--- src/common/videoPkg.sv ---
/*
 * Shared types and constants of the TFT video transmit path.
 * Imported by the timer, fade control, blender and top level.
 */
package videoPkg;

	// ----------------------------------------------------------
	// Pixel and timing types
	// ----------------------------------------------------------
	// Line and pixel position width
	localparam int cPosWidth = 11;

	// RGB 4:4:4 output pixel
	typedef struct packed {
		logic [3:0] red;
		logic [3:0] green;
		logic [3:0] blue;
	} rgbPixel;

	// Timing bundle, syncs active low
	typedef struct packed {
		logic                 hSync;
		logic                 vSync;
		logic                 de;
		logic [cPosWidth-1:0] hPos;
		logic [cPosWidth-1:0] vPos;
	} videoTiming;

	// Blend weight, 0 means bars only, 16 means scene colour only
	typedef logic [4:0] fadeAlpha;

	localparam fadeAlpha cAlphaMax = 5'd16;

	// ----------------------------------------------------------
	// Constants
	// ----------------------------------------------------------
	// Classic eight colour bars, left to right
	localparam rgbPixel barPalette [8] = '{
		'{4'hF, 4'hF, 4'hF},
		'{4'hF, 4'hF, 4'h0},
		'{4'h0, 4'hF, 4'hF},
		'{4'h0, 4'hF, 4'h0},
		'{4'hF, 4'h0, 4'hF},
		'{4'hF, 4'h0, 4'h0},
		'{4'h0, 4'h0, 4'hF},
		'{4'h0, 4'h0, 4'h0}
	};

	// Blanked timing, both syncs released
	localparam videoTiming cIdleTiming = '{hSync: 1'b1, vSync: 1'b1, de: 1'b0,
		hPos: '0, vPos: '0};

endpackage

--- src/logic/backlightPwm.sv ---
/*
 * Eight-bit free-running PWM for panel backlight dimming.
 * Output is high for iBlDutyRatio clocks of every 256.
 */
module backlightPwm (
	input  logic       iVideoClk,
	input  logic       rstN,
	input  logic [7:0] iBlDutyRatio,
	output logic       tftBackLight
);

	logic [7:0] pwmCnt;

	// ----------------------------------------------------------
	// Period counter
	// ----------------------------------------------------------
	// Wraps naturally every 256 clocks
	always_ff @(posedge iVideoClk)
	begin
		if (!rstN)
			pwmCnt <= '0;
		else
			pwmCnt <= pwmCnt + 1'b1;
	end

	// Duty compare, zero duty keeps backlight off
	assign tftBackLight = (pwmCnt < iBlDutyRatio);

endmodule

--- src/logic/syncAlignDelay.sv ---
/*
 * Register chain that delays a payload by a fixed number of clocks.
 * Keeps the timing bundle in step with the pixel pipeline.
 */
module syncAlignDelay #(
	parameter type     tPayload = logic,
	parameter int      pLatency = 1,
	parameter tPayload pIdle    = tPayload'(0)
)(
	input  logic    iVideoClk,
	input  logic    rstN,
	input  tPayload din,
	output tPayload dout
);

	tPayload stage [pLatency];

	always_ff @(posedge iVideoClk)
	begin
		if (!rstN)
		begin
			// Idle payload in every stage
			for (int i = 0; i < pLatency; i++)
				stage[i] <= pIdle;
		end
		else
		begin
			stage[0] <= din;
			for (int i = 1; i < pLatency; i++)
				stage[i] <= stage[i-1];
		end
	end

	assign dout = stage[pLatency-1];

endmodule

--- src/logic/videoTxUnit.sv ---
/*
 * Top of the TFT video transmit path, all in the video clock domain.
 * Joins sync timer, scene fade, blender, alignment delay and backlight PWM.
 */
module videoTxUnit #(
	parameter int pHActive    = 480,
	parameter int pHSyncStart = 482,
	parameter int pHSyncEnd   = 523,
	parameter int pHTotal     = 525,
	parameter int pVActive    = 272,
	parameter int pVSyncStart = 274,
	parameter int pVSyncEnd   = 284,
	parameter int pVTotal     = 286,
	parameter int pBarShift   = 6
)(
	input  logic              iVideoClk,
	input  logic              rstN,
	input  videoPkg::rgbPixel iSceneColor,
	input  logic [6:0]        iSceneFrameTiming,
	input  logic              iSceneFrameAddEn,
	input  logic              iSceneFrameSubEn,
	input  logic              iSceneFrameRst,
	input  logic [7:0]        iBlDutyRatio,
	output videoPkg::rgbPixel tftColor,
	output logic              tftHSync,
	output logic              tftVSync,
	output logic              tftDe,
	output logic              tftBackLight,
	output logic              sceneAlphaMax,
	output logic              sceneAlphaMin,
	output logic              frameEnd
);

	import videoPkg::*;

	// Blender pipeline depth, sync path matches it
	localparam int lpAlignLatency = 1;

	videoTiming rawTiming;
	videoTiming alignTiming;
	fadeAlpha   alpha;

	// ----------------------------------------------------------
	// Timing and fade control
	// ----------------------------------------------------------
	videoSyncTimer #(
		.pHActive    (pHActive),
		.pHSyncStart (pHSyncStart),
		.pHSyncEnd   (pHSyncEnd),
		.pHTotal     (pHTotal),
		.pVActive    (pVActive),
		.pVSyncStart (pVSyncStart),
		.pVSyncEnd   (pVSyncEnd),
		.pVTotal     (pVTotal)
	) syncTimer (
		.iVideoClk (iVideoClk),
		.rstN      (rstN),
		.timing    (rawTiming),
		.frameEnd  (frameEnd)
	);

	sceneFadeFsm fadeFsm (
		.iVideoClk         (iVideoClk),
		.rstN              (rstN),
		.frameEnd          (frameEnd),
		.iSceneFrameTiming (iSceneFrameTiming),
		.iSceneFrameAddEn  (iSceneFrameAddEn),
		.iSceneFrameSubEn  (iSceneFrameSubEn),
		.iSceneFrameRst    (iSceneFrameRst),
		.alpha             (alpha),
		.sceneAlphaMax     (sceneAlphaMax),
		.sceneAlphaMin     (sceneAlphaMin)
	);

	// ----------------------------------------------------------
	// Pixel path and sync alignment
	// ----------------------------------------------------------
	sceneBlender #(
		.pBarShift (pBarShift)
	) blender (
		.iVideoClk   (iVideoClk),
		.rstN        (rstN),
		.timing      (rawTiming),
		.alpha       (alpha),
		.iSceneColor (iSceneColor),
		.pixel       (tftColor)
	);

	syncAlignDelay #(
		.tPayload (videoTiming),
		.pLatency (lpAlignLatency),
		.pIdle    (cIdleTiming)
	) alignDelay (
		.iVideoClk (iVideoClk),
		.rstN      (rstN),
		.din       (rawTiming),
		.dout      (alignTiming)
	);

	// Panel control lines
	assign tftHSync = alignTiming.hSync;
	assign tftVSync = alignTiming.vSync;
	assign tftDe    = alignTiming.de;

	backlightPwm blPwm (
		.iVideoClk    (iVideoClk),
		.rstN         (rstN),
		.iBlDutyRatio (iBlDutyRatio),
		.tftBackLight (tftBackLight)
	);

endmodule

--- src/scene/sceneBlender.sv ---
/*
 * Colour-bar pixel source blended with the scene colour by alpha.
 * One registered stage, output blanked outside the active area.
 */
module sceneBlender #(
	parameter int pBarShift = 6
)(
	input  logic                 iVideoClk,
	input  logic                 rstN,
	input  videoPkg::videoTiming timing,
	input  videoPkg::fadeAlpha   alpha,
	input  videoPkg::rgbPixel    iSceneColor,
	output videoPkg::rgbPixel    pixel
);

	import videoPkg::*;

	logic [2:0] barIdx;
	rgbPixel    basePixel;
	rgbPixel    mixPixel;

	// Weighted sum of one channel, divided by 16
	function automatic logic [3:0] blendChan(input logic [3:0] base,
		input logic [3:0] scene, input fadeAlpha a);
		logic [8:0] mix;
		mix = base * (cAlphaMax - a) + scene * a;
		return mix[7:4];
	endfunction

	// Bar number from position, wraps after eight bars
	assign barIdx    = 3'(timing.hPos >> pBarShift);
	assign basePixel = barPalette[barIdx];

	assign mixPixel.red   = blendChan(basePixel.red,   iSceneColor.red,   alpha);
	assign mixPixel.green = blendChan(basePixel.green, iSceneColor.green, alpha);
	assign mixPixel.blue  = blendChan(basePixel.blue,  iSceneColor.blue,  alpha);

	// ----------------------------------------------------------
	// Output stage
	// ----------------------------------------------------------
	always_ff @(posedge iVideoClk)
	begin
		if (!rstN)
			pixel <= '0;
		// Black during blanking
		else if (timing.de)
			pixel <= mixPixel;
		else
			pixel <= '0;
	end

endmodule

--- src/scene/sceneFadeFsm.sv ---
/*
 * Scene fade control, steps the blend alpha once per set number of frames.
 * Add and sub requests start a fade, the frame reset clears alpha at once.
 */
module sceneFadeFsm (
	input  logic               iVideoClk,
	input  logic               rstN,
	input  logic               frameEnd,
	input  logic [6:0]         iSceneFrameTiming,
	input  logic               iSceneFrameAddEn,
	input  logic               iSceneFrameSubEn,
	input  logic               iSceneFrameRst,
	output videoPkg::fadeAlpha alpha,
	output logic               sceneAlphaMax,
	output logic               sceneAlphaMin
);

	import videoPkg::*;

	typedef enum logic [1:0] {Idle, FadeIn, FadeOut} fadeState;

	fadeState   state;
	logic [6:0] divCnt;
	logic       addDly;
	logic       subDly;
	logic       addReq;
	logic       subReq;
	logic       stepNow;

	// Rising edge of each request, so a held level starts one fade
	assign addReq  = iSceneFrameAddEn && !addDly;
	assign subReq  = iSceneFrameSubEn && !subDly;
	// Frame divider reached its terminal count
	assign stepNow = frameEnd && (divCnt == iSceneFrameTiming);

	always_ff @(posedge iVideoClk)
	begin
		if (!rstN)
		begin
			state  <= Idle;
			alpha  <= '0;
			divCnt <= '0;
			addDly <= 1'b0;
			subDly <= 1'b0;
		end
		else
		begin
			addDly <= iSceneFrameAddEn;
			subDly <= iSceneFrameSubEn;
			if (iSceneFrameRst)
			begin
				state  <= Idle;
				alpha  <= '0;
				divCnt <= '0;
			end
			// Add wins over sub in the same cycle
			else if (addReq)
			begin
				state  <= FadeIn;
				divCnt <= '0;
			end
			else if (subReq)
			begin
				state  <= FadeOut;
				divCnt <= '0;
			end
			else if (state != Idle)
			begin
				// Fade already at its end value
				if ((state == FadeIn) ? (alpha == cAlphaMax) : (alpha == '0))
					state <= Idle;
				else if (stepNow)
				begin
					divCnt <= '0;
					if (state == FadeIn)
					begin
						alpha <= alpha + 1'b1;
						if (alpha == cAlphaMax - 1'b1)
							state <= Idle;
					end
					else
					begin
						alpha <= alpha - 1'b1;
						if (alpha == 5'd1)
							state <= Idle;
					end
				end
				else if (frameEnd)
					divCnt <= divCnt + 1'b1;
			end
		end
	end

	// End-of-fade flags
	assign sceneAlphaMax = (alpha == cAlphaMax);
	assign sceneAlphaMin = (alpha == '0);

	// Alpha stays in range across any request sequence
	assert property (@(posedge iVideoClk) disable iff (!rstN) alpha <= cAlphaMax);
	assert property (@(posedge iVideoClk) disable iff (!rstN)
		!(sceneAlphaMax && sceneAlphaMin));

endmodule

--- src/timing/videoSyncTimer.sv ---
/*
 * Horizontal and vertical display timing generator.
 * Gives registered syncs, data enable, position and a frame-end strobe.
 */
module videoSyncTimer #(
	parameter int pHActive    = 480,
	parameter int pHSyncStart = 482,
	parameter int pHSyncEnd   = 523,
	parameter int pHTotal     = 525,
	parameter int pVActive    = 272,
	parameter int pVSyncStart = 274,
	parameter int pVSyncEnd   = 284,
	parameter int pVTotal     = 286
)(
	input  logic                 iVideoClk,
	input  logic                 rstN,
	output videoPkg::videoTiming timing,
	output logic                 frameEnd
);

	import videoPkg::*;

	logic [cPosWidth-1:0] hCnt;
	logic [cPosWidth-1:0] vCnt;
	logic                 lastPixel;
	logic                 lastLine;

	// Wrap points of both counters
	assign lastPixel = (hCnt == cPosWidth'(pHTotal - 1));
	assign lastLine  = (vCnt == cPosWidth'(pVTotal - 1));

	// ----------------------------------------------------------
	// Counters and decoded timing
	// ----------------------------------------------------------
	always_ff @(posedge iVideoClk)
	begin
		if (!rstN)
		begin
			hCnt     <= '0;
			vCnt     <= '0;
			timing   <= cIdleTiming;
			frameEnd <= 1'b0;
		end
		else
		begin
			// Pixel counter, line counter steps at end of line
			if (lastPixel)
			begin
				hCnt <= '0;
				vCnt <= lastLine ? '0 : vCnt + 1'b1;
			end
			else
				hCnt <= hCnt + 1'b1;

			// Decode from current count, lands with its position
			timing.hSync <= !((hCnt >= pHSyncStart) && (hCnt < pHSyncEnd));
			timing.vSync <= !((vCnt >= pVSyncStart) && (vCnt < pVSyncEnd));
			timing.de    <= (hCnt < pHActive) && (vCnt < pVActive);
			timing.hPos  <= hCnt;
			timing.vPos  <= vCnt;
			// Last clock of the last line
			frameEnd     <= lastPixel && lastLine;
		end
	end

	// Counters never run past their totals
	assert property (@(posedge iVideoClk) disable iff (!rstN)
		(hCnt < pHTotal) && (vCnt < pVTotal));

endmodule
--- config.mk ---
export PLATFORM = sky130hd
export DESIGN_NAME = videoTxUnit
export DESIGN_NICKNAME = d
export VERILOG_FILES = /design/src/common/videoPkg.sv /design/src/logic/backlightPwm.sv /design/src/logic/syncAlignDelay.sv /design/src/logic/videoTxUnit.sv /design/src/scene/sceneBlender.sv /design/src/scene/sceneFadeFsm.sv /design/src/timing/videoSyncTimer.sv
export SDC_FILE = /design/constraint.sdc
export NUM_CORES = 1
export LEC_CHECK = 0
export BUFFER_PORTS_ARGS = -buffer_cell sky130_fd_sc_hd__buf_2
export CORE_MARGIN = 1
export CORE_UTILIZATION = 40
export DETAILED_ROUTE_END_ITERATION = 10
export SKIP_CTS_REPAIR_TIMING = 1
export SYNTH_ARGS = -nofsm -noshare
export SYNTH_HDL_FRONTEND = slang
export SYNTH_SLANG_ARGS = --single-unit
--- constraint.sdc ---
create_clock -name iVideoClk -period 4.6 [get_ports iVideoClk]
set_clock_uncertainty 0.2 [all_clocks]
set_input_delay 0.92 -clock iVideoClk [delete_from_list [all_inputs] [get_ports iVideoClk]]
set_output_delay 0.92 -clock iVideoClk [all_outputs]
set_load 0.02 [all_outputs]
==> results of run 1 <==
-- metrics by stage --
stage	power, mW	hold slack (ns)	instance area [um2]
3_3_place_gp	0.707	0.208	6970
4_1_cts	1.49	0.223	7300
5_1_grt	1.52	0.256	7380
2_1_floorplan	0.664	0.186	6200
6_report	1.47	0.218	7380
3_5_place_dp	0.710	0.203	6970
-- power by group through the flow --
stage | sequential, mW | combinational [mW] | clock, mW
after global routing | 0.609 | 0.0976 | 0.818
after floorplan | 0.628 | 0.0352 | 0
final | 0.608 | 0.0876 | 0.772
after global placement | 0.621 | 0.0864 | 0
after detailed placement | 0.621 | 0.0884 | 0
after CTS | 0.608 | 0.0887 | 0.794
-- layer usage --
metal | vias up | part of all wire | global-route usage
met3 | 11 | 0.033 | 0.0336
li1 | 2362 | - | -
met1 | 2212 | 0.45 | 0.216
met4 | 0 | 0.013 | 0.0546
met2 | 60 | 0.50 | 0.294
met5 | - | 0 | 0
-- cell type report --
| cell class | instances | area [um2] |
|---|---|---|
| Clock buffer | 13 | 260 |
| Clock inverter | 3 | 68.8 |
| Fill cell | 1364 | 7380 |
| Inverter | 111 | 417 |
| Multi-Input combinational cell | 500 | 4410 |
| Sequential cell | 68 | 1360 |
| Tap cell | 184 | 230 |
| Timing Repair Buffer | 99 | 631 |
-- logic make-up (layout without fill, tap and decap cells) --
kind of cell	Yosys count	after routing	synth area share
adders and majority gates	122	122	0.323
xor gates and xnor gates	80	80	0.114
AOI/OAI and AO/OA	49	49	0.0482
muxes	2	2	0.00325
DFF	68	68	0.221
and+or+nand+nor	247	247	0.212
buffers and inverters	128	226	0.0783
-- worst max-delay path, cell delays in order --
cell,delay [ns]
buf_2,0.10
nand2_2,0.06
fa_1,0.51
fa_1,0.51
inv_1,0.05
fa_1,0.53
inv_1,0.05
fa_1,0.47
inv_1,0.05
ha_1,0.28
and4b_1,0.18
a21oi_2,0.21
o21bai_2,0.11
o31ai_2,0.23
xnor2_1,0.15
nor2_1,0.06
-- sequential cells by signal, indices dropped and copies added, names as in the netlist --
| name | count |
|---|---|
| alignDelay.stage | 3 |
| blPwm.pwmCnt | 8 |
| blender.pixel | 12 |
| fadeFsm.addDly | 1 |
| fadeFsm.alpha | 5 |
| fadeFsm.divCnt | 7 |
| fadeFsm.state | 2 |
| fadeFsm.subDly | 1 |
| syncTimer.frameEnd | 1 |
| syncTimer.hCnt | 11 |
| syncTimer.timing | 6 |
| syncTimer.vCnt | 11 |
-- cell usage in the layout, fill, tap and decap left out, types with 3 or more instances in the layout --
cell and count:
a21oi_1 14, inv_1 111, clkbuf_16 9, buf_2 50, nor3_1 9, nor2_1 60
nand3_1 11, xnor2_1 55, ha_1 58, nand2_2 3, nor2b_1 10, a21o_1 6
dfxtp_1 66, buf_4 48, and3_1 8, xor2_1 24, a21oi_2 3, nand4_1 15
o21ai_0 11, and2_1 46, nand2_1 45, fa_1 61, and4b_1 3, o31ai_2 3
nand2b_1 19, ha_4 3
-- worst max path at each step --
| stage | from | slack, ns | to |
|---|---|---|---|
| 2_1_floorplan | iSceneColor[5] | 0.005 | blender.pixel[7]$_SDFF_PN0_ |
| 3_3_place_gp | iSceneColor[5] | -0.20 | blender.pixel[7]$_SDFF_PN0_ |
| 3_5_place_dp | iSceneColor[4] | -0.33 | blender.pixel[7]$_SDFF_PN0_ |
| 4_1_cts | fadeFsm.alpha[0]$_SDFFE_PP0P_ | 0.005 | blender.pixel[11]$_SDFF_PN0_ |
| 5_1_grt | iSceneColor[5] | -0.001 | blender.pixel[7]$_SDFF_PN0_ |
| 6_report | iSceneColor[5] | 0.14 | blender.pixel[7]$_SDFF_PN0_ |
-- cell usage after synthesis (12+ instances only) --
cell      instances  area share
a21oi_1          17       0.014
and2_1           46       0.047
clkbuf_1         15      0.0092
dfxtp_1          68        0.22
fa_1             61        0.20
ha_1             61        0.12
inv_1           111       0.068
nand2_1          47       0.029
nand2b_1         19       0.019
nand4_1          15       0.015
nor2_1           62       0.038
nor2b_1          12       0.012
xnor2_1          56       0.080
xor2_1           24       0.034
==> flow_summary.ini, run 1 <==
[status]
status = finished clean

[sta]
slew_violations = 0
timing.final.crit_share = 0.970
fin_tns_setup_ns = 0
finalHoldViolations = 0
tightestPinTransition_ns = 0.721
setup-violations-final = 0
relSlewSlack = 0.518
setup_ws_ns = 0.138
period_needed_ns = 4.46
max_freq_mhz = 224

[power]
power_frac_comb = 0.060
ir_drop_uv = 212
leakage_nw = 3.38
pwr-share-clk = 0.526
p_sw_frac = 0.219
power.internal_mw = 1.15
p_seq_frac = 0.415
power.density_nw_per_um2 = 199
p_sw_mw = 0.322

[critical_path]
arrival_ns = 4.47
endpoint_kind = flip-flop
cp_max_fo = 4
ff2ff_setup_slack_ns = 0.19
rr_startpoint = fadeFsm.alpha[2]$_SDFFE_PP0P_
critPathLaunchType = input pin
r2r_cells = 16
path_class = in -> reg
worstPathRequired_ns = 4.61
reg2reg_to = blender.pixel[7]$_SDFF_PN0_

[clock_network]
cts-root-buf = clkbuf_16
h-tree-depth = 3
worst_skew_pair.late_latency_ns = 0.34
clock_path_buffers = 2
clkTransAtPathRegs_ns = 0.06
numCtsBuffers = 9
cts.sinks = 68
cts_tree = yes

[hold_path]
hold_depth = 1
min-delay-start = syncTimer.timing[23]$_SDFF_PN1_
hold_end = alignDelay.stage[0][23]$_SDFF_PN1_
hold_class = reg -> reg

[floorplan]
core_area_um2 = 14800
die_area_um2 = 15900
die_w_um = 126
start_util = 0.417
die_h_um = 126
ios = 51
fp-row-count = 44

[cells_and_area]
antennaDiodeCount = 0
drive_gt1_frac = 0.181
stdcell_count = 978
area_growth_pct = 19.9
fin_util = 0.500
final_nets = 943

[yosys]
synth_edf_count = 0
yosysWarnings = 0
synthFlopType = dfxtp_1
ys_seq_area_frac = 0.221
yosysUniqueCellTypes = 43
netlist_area_um2 = 6150
avgSynthCellArea_um2 = 8.84
async_flop_share = 0
synth_nets = 850
ys_ff_latch = 68
postSynthCellCount = 696

[drt]
viasPerCell = 4.75
firstDrtPassIters = 5
vias = 4645
drt_iter0_drc = 154
route.detailed.drc = 0
drt-total-wl_um = 12600
wl_per_cell_um = 12.9
postRouteAntennaNets = 0

[placed_design]
gp_congestion = 0.860
numPortBuffers = 50
place_ws_ns = -0.329
placedCellCount = 961
dp_hpwl_um = 10200

[global_routing]
grt_util_all_layers = 0.172
antenna_found_initial = 0
grt_pass1_vias = 4691
grt_max_degree = 25
grt_pass1_wl_um = 21700
grt_overflow = 0

[flow_run]
drv_cap = 0
(Power assumes the default switching activity.)
==> inputs of run 2 (changes only) <==
--- a/config.mk
+++ b/config.mk
@@ -5,8 +5,8 @@
 export SDC_FILE = /design/constraint.sdc
 export NUM_CORES = 1
 export LEC_CHECK = 0
+export ABC_AREA = 1
 export BUFFER_PORTS_ARGS = -buffer_cell sky130_fd_sc_hd__buf_2
-export CORE_MARGIN = 1
 export CORE_UTILIZATION = 40
 export DETAILED_ROUTE_END_ITERATION = 10
 export SKIP_CTS_REPAIR_TIMING = 1
==> run 2 against run 1 <==
Sequential share of layout area fell by 0.94 points. Critical endpoint is now blender.pixel[6]$_SDFF_PN0_. Area after synthesis increased by 9.0%. Die area rose by 8.9%. Combinational power shrank 2%. Non-clock buffer count shrank 23. Count of clock-buffer cells in the layout is the same.
==> flow_summary.ini, run 2 <==
[status]
status = finished clean

[drt]
firstDrtPassIters = 5
wl_per_cell_um = 11.7
viasPerCell = 4.61
drt_iter0_drc = 253
vias = 5582
drt-total-wl_um = 14100
postRouteAntennaNets = 0
route.detailed.drc = 0

[clock_network]
cts_tree = yes
h-tree-depth = 3
numCtsBuffers = 9
cts-root-buf = clkbuf_16
cts.sinks = 68
clkTransAtPathRegs_ns = 0.06
worst_skew_pair.late_latency_ns = 0.34
clock_path_buffers = 2

[global_routing]
grt_pass1_wl_um = 24500
grt_overflow = 0
grt_max_degree = 20
grt_util_all_layers = 0.173
grt_pass1_vias = 5315
antenna_found_initial = 0

[power]
power.density_nw_per_um2 = 189
ir_drop_uv = 188
power_mw = 1.46
leakage_nw = 3.99

[critical_path]
arrival_ns = 4.44
cp.buffers_inverters = 3
crit_top_cell = fa_1
crit_chain = inv_1, ha_1, or2_2, nand2_4, nor2_2, inv_1, fa_1, fa_1, fa_1, fa_1, inv_1, ha_1, nand2_1, o31ai_4, nand2_1, a21oi_1, nor2_1
endpoint_kind = flip-flop
max_stage_delay_ns = 0.55
path_class = reg -> reg
critPathLaunchType = flip-flop
cp_max_fo = 3
path_delay_family = adder cells
cpMaxStageDelayCell = fa_1
worstPathRequired_ns = 4.63

[yosys]
async_flop_share = 0
postSynthCellCount = 919
synth_nets = 1073
ys_seq_area_frac = 0.203
netlist_area_um2 = 6710
synthMostInstantiatedCell = inv_1
synth_edf_count = 0
synthFlopType = dfxtp_1
yosysTopAreaCell = dfxtp_1
avgSynthCellArea_um2 = 7.30
yosysUniqueCellTypes = 46
netlist_top_cells_count = 216 x inv_1, 192 x nand2_1, 68 x dfxtp_1
ys_ff_latch = 68
synth_top_area_share = 0.203
netlist_top_cells_area = dfxtp_1 20%, fa_1 18%, inv_1 12%
yosysWarnings = 0

[sta]
slew_violations = 0
rsz0062_at_grt = true
relSlewSlack = 0.556
whs_ns = 0.218
setup_ws_ns = 0.187
max_freq_mhz = 227
period_needed_ns = 4.41
timing.final.crit_share = 0.959
tightestPinTransition_ns = 0.660
setup-violations-final = 0
finalHoldViolations = 0

[cells_and_area]
area_growth_pct = 15.7
final_nets = 1145
final_common_cell = inv_1
fin_util = 0.481
final_cell_mix = 216 x inv_1, 192 x nand2_1, 68 x dfxtp_1
antennaDiodeCount = 0
top_regs = blender.pixel: 12 flops, syncTimer.hCnt: 11 flops, syncTimer.vCnt: 11 flops
stdcell_count = 1212
largest_reg_flops = 12
drive_gt1_frac = 0.140
top_register = blender.pixel

[floorplan]
ios = 51
core_area_um2 = 16100
die_area_um2 = 17300
fp-row-count = 46
start_util = 0.416
die_w_um = 131
die_h_um = 131

[placed_design]
numPortBuffers = 50
place_ws_ns = -0.0977
dp_hpwl_um = 11400
gp_congestion = 0.845
placedCellCount = 1196

[flow_run]
drv_cap = 0

[hold_path]
hold_class = reg -> reg
-- run 2: cell count changes after synthesis, moves of 19 or more --
cell | before | now
a21oi_1 | 17 | 48
xnor2_1 | 56 | 11
and2_1 | 46 | 0
nand2b_1 | 19 | 0
inv_1 | 111 | 216
nand2_1 | 47 | 192
nand3_1 | 11 | 35
-- run 2: power by group --
group	total, mW	internal, mW	switching (mW)
clock network	0.770	0.506	0.264
logic	0.0858	0.0320	0.0538
registers	0.608	0.602	0.00640
-- run 2: kinds of logic (layout without fill, tap and decap cells) --
logic type,Yosys count,in the layout,share of synthesized area
fa+ha+maj,122,122,0.296
flops,68,68,0.203
xor+xnor,35,35,0.0457
simple gates,362,362,0.240
buf+inv,239,316,0.136
compound gates,93,93,0.0793
-- run 2: final timing paths --
path,start,to,slack [ns],cells after the start
hold reg to reg,syncTimer.timing[23]$_SDFF_PN1_,alignDelay.stage[0][23]$_SDFF_PN1_,0.22,1
hold / removal,syncTimer.timing[23]$_SDFF_PN1_,alignDelay.stage[0][23]$_SDFF_PN1_,0.22,1
setup reg to reg,fadeFsm.alpha[1]$_SDFFE_PP0P_,blender.pixel[6]$_SDFF_PN0_,0.19,17
setup / recovery,fadeFsm.alpha[1]$_SDFFE_PP0P_,blender.pixel[6]$_SDFF_PN0_,0.19,17
-- run 2: area by class of cell --
class | instances | area (um2)
Tap cell | 216 | 270
Multi-Input combinational cell | 612 | 4510
Clock inverter | 3 | 68.8
Timing Repair Buffer | 76 | 445
Sequential cell | 68 | 1360
Clock buffer | 13 | 260
Fill cell | 1661 | 8360
Inverter | 224 | 841
-- run 2: per-layer routing --
layer	global-route usage	wire [um]	share of wire	up-vias
met5	0	0	0	-
met4	0.0323	124	0.0088	0
met3	0.0320	405	0.029	10
met2	0.285	6670	0.47	69
met1	0.237	6920	0.49	2555
li1	-	-	-	2948
-- run 2: metrics by stage --
stage	cell area [um2]	TNS, ns
4_1_cts	7690	0
5_1_grt	7760	-0.0788
3_5_place_dp	7360	-0.142
3_3_place_gp	7360	0
2_1_floorplan	6730	0
6_report	7760	0
==> inputs of run 3 (changes only) <==
--- a/config.mk
+++ b/config.mk
@@ -8,7 +8,9 @@
 export ABC_AREA = 1
 export BUFFER_PORTS_ARGS = -buffer_cell sky130_fd_sc_hd__buf_2
 export CORE_UTILIZATION = 40
+export CTS_CLUSTER_SIZE = 16
 export DETAILED_ROUTE_END_ITERATION = 10
+export PLACE_DENSITY = 0.55
 export SKIP_CTS_REPAIR_TIMING = 1
 export SYNTH_ARGS = -nofsm -noshare
 export SYNTH_HDL_FRONTEND = slang
==> run 3 against run 2 <==
Die area stayed put. Non-clock buffer count is 4 higher. Combinational power hardly changed. First-iteration DRC count is 7.5% lower. Sequential power hardly changed. Count of clock-buffer cells in the layout is 2 lower. Sequential share of layout area is 0.065 points lower. Setup slack better by 0.017 ns. Utilization is 0.18 points higher. Routed wire length is 0.50% lower. Flip-flop and latch count stayed put. Cell count is 0.25% higher.
==> flow_summary.ini, run 3 (synthesis results as in run 2) <==
[status]
status = finished clean

[critical_path]
path_delay_family = adder cells
worstPathRequired_ns = 4.63
cpMaxStageDelayCell = fa_1
critPathLaunchType = flip-flop
crit_chain = inv_1, ha_1, or2_2, nand2_2, nor2_2, inv_1, fa_1, fa_1, fa_1, fa_1, inv_1, ha_4, a21oi_2, o31ai_1, a21oi_1, nand3_1, nand2_1, nor2_1
arrival_ns = 4.43
crit_top_cell = fa_1
endpoint_kind = flip-flop
max_stage_delay_ns = 0.56
path_class = reg -> reg
cp_max_fo = 3
cp.buffers_inverters = 3

[clock_network]
worst_skew_pair.late_latency_ns = 0.34
cts.sinks = 68
cts_tree = yes
clkTransAtPathRegs_ns = 0.06
cts-root-buf = clkbuf_16
numCtsBuffers = 9
clock_path_buffers = 2
h-tree-depth = 3

[power]
p_sw_frac = 0.227
power.density_nw_per_um2 = 186
pwr-share-clk = 0.521
p_sw_mw = 0.329
ir_drop_uv = 184
power.internal_mw = 1.12
leakage_nw = 4.00
power_frac_comb = 0.059
p_seq_frac = 0.419

[drt]
vias = 5538
drt-total-wl_um = 14100
route.detailed.drc = 0
viasPerCell = 4.56
drt_iter0_drc = 234
postRouteAntennaNets = 0
wl_per_cell_um = 11.6
firstDrtPassIters = 5

[global_routing]
grt_max_degree = 20
gr-usage-met3 = 0.0289
grt_pass1_vias = 5388
met2_usage = 0.283
grt_overflow = 0
antenna_found_initial = 0
grt_pass1_wl_um = 24700
grt_busiest_layer = met2
grt_util_all_layers = 0.177
use_met1 = 0.241

[sta]
tightestPinTransition_ns = 0.597
relSlewSlack = 0.598
setup-violations-final = 0
finalHoldViolations = 0
slew_violations = 0
whs_ns = 0.223
period_needed_ns = 4.40
max_freq_mhz = 227
timing.final.crit_share = 0.956
fin_tns_setup_ns = 0
setup_ws_ns = 0.204

[cells_and_area]
final_nets = 1149
top_register = blender.pixel
largest_reg_flops = 12
num-fill-cells = 1709
final_area_um2 = 7790
final_cell_mix = 216 x inv_1, 192 x nand2_1, 68 x dfxtp_1
top_regs = blender.pixel: 12 flops, syncTimer.hCnt: 11 flops, syncTimer.vCnt: 11 flops
area_growth_pct = 16.1
final_common_cell = inv_1
antennaDiodeCount = 0
drive_gt1_frac = 0.145

[floorplan]
ios = 51
die_w_um = 131
core_area_um2 = 16100
die_area_um2 = 17300
start_util = 0.416
fp-row-count = 46
die_h_um = 131

[flow_run]
drv_cap = 0

[placed_design]
place_ws_ns = -0.0513
dp_hpwl_um = 11400
placed_area_um2 = 7380
numPortBuffers = 50
gp_congestion = 0.866

[hold_path]
hold_class = reg -> reg
[run 3: power by group through the flow]
stage	Clock [mW]	Combinational [mW]	Sequential, mW
2_1_floorplan	0	0.0393	0.628
3_3_place_gp	0	0.0861	0.621
3_5_place_dp	0	0.0871	0.621
4_1_cts	0.777	0.0875	0.608
5_1_grt	0.802	0.0975	0.609
6_report	0.756	0.0856	0.608
[run 3: per-layer routing]
metal	vias to the layer above	routed length, um
met5	-	0
met4	0	231
met3	15	360
met2	72	6320
met1	2497	7140
li1	2954	-
[run 3: worst reg2reg max path: stages (launching register included)]
cell     delay [ns]
dfxtp_1        0.32
inv_1          0.07
ha_1           0.19
or2_2          0.30
nand2_2        0.12
nor2_2         0.07
inv_1          0.12
fa_1           0.44
fa_1           0.52
fa_1           0.45
fa_1           0.56
inv_1          0.07
ha_4           0.25
a21oi_2        0.15
o31ai_1        0.08
a21oi_1        0.19
nand3_1        0.10
nand2_1        0.06
nor2_1         0.05
[run 3: area by class of cell]
cell class	instances	area, um2	share of cell area
inverters	224	841	0.108
clock inverters	4	73.8	0.00948
flip-flops and latches	68	1360	0.175
multi-input cells	612	4520	0.581
well taps	216	270	0.0347
repair buffers	80	475	0.0611
clock buffers	11	243	0.0312
[run 3: final timing paths]
kind,from,slack [ns],to,cells after the start
worst max register to register,fadeFsm.alpha[1]$_SDFFE_PP0P_,0.20,blender.pixel[7]$_SDFF_PN0_,18
worst max-delay path,fadeFsm.alpha[1]$_SDFFE_PP0P_,0.20,blender.pixel[7]$_SDFF_PN0_,18
worst min-delay path,syncTimer.timing[23]$_SDFF_PN1_,0.22,alignDelay.stage[0][23]$_SDFF_PN1_,1
worst min register to register,syncTimer.timing[23]$_SDFF_PN1_,0.22,alignDelay.stage[0][23]$_SDFF_PN1_,1
[run 3: stage by stage]
| step | power [mW] | std cells | util |
|---|---|---|---|
| detailed placement | 0.708 | 1199 | 0.458 |
| finish | 1.45 | 1215 | 0.483 |
| floorplan | 0.667 | 919 | - |
| CTS | 1.47 | 1214 | 0.478 |
| global placement | 0.707 | 1199 | 0.458 |
| global route | 1.51 | 1215 | 0.483 |
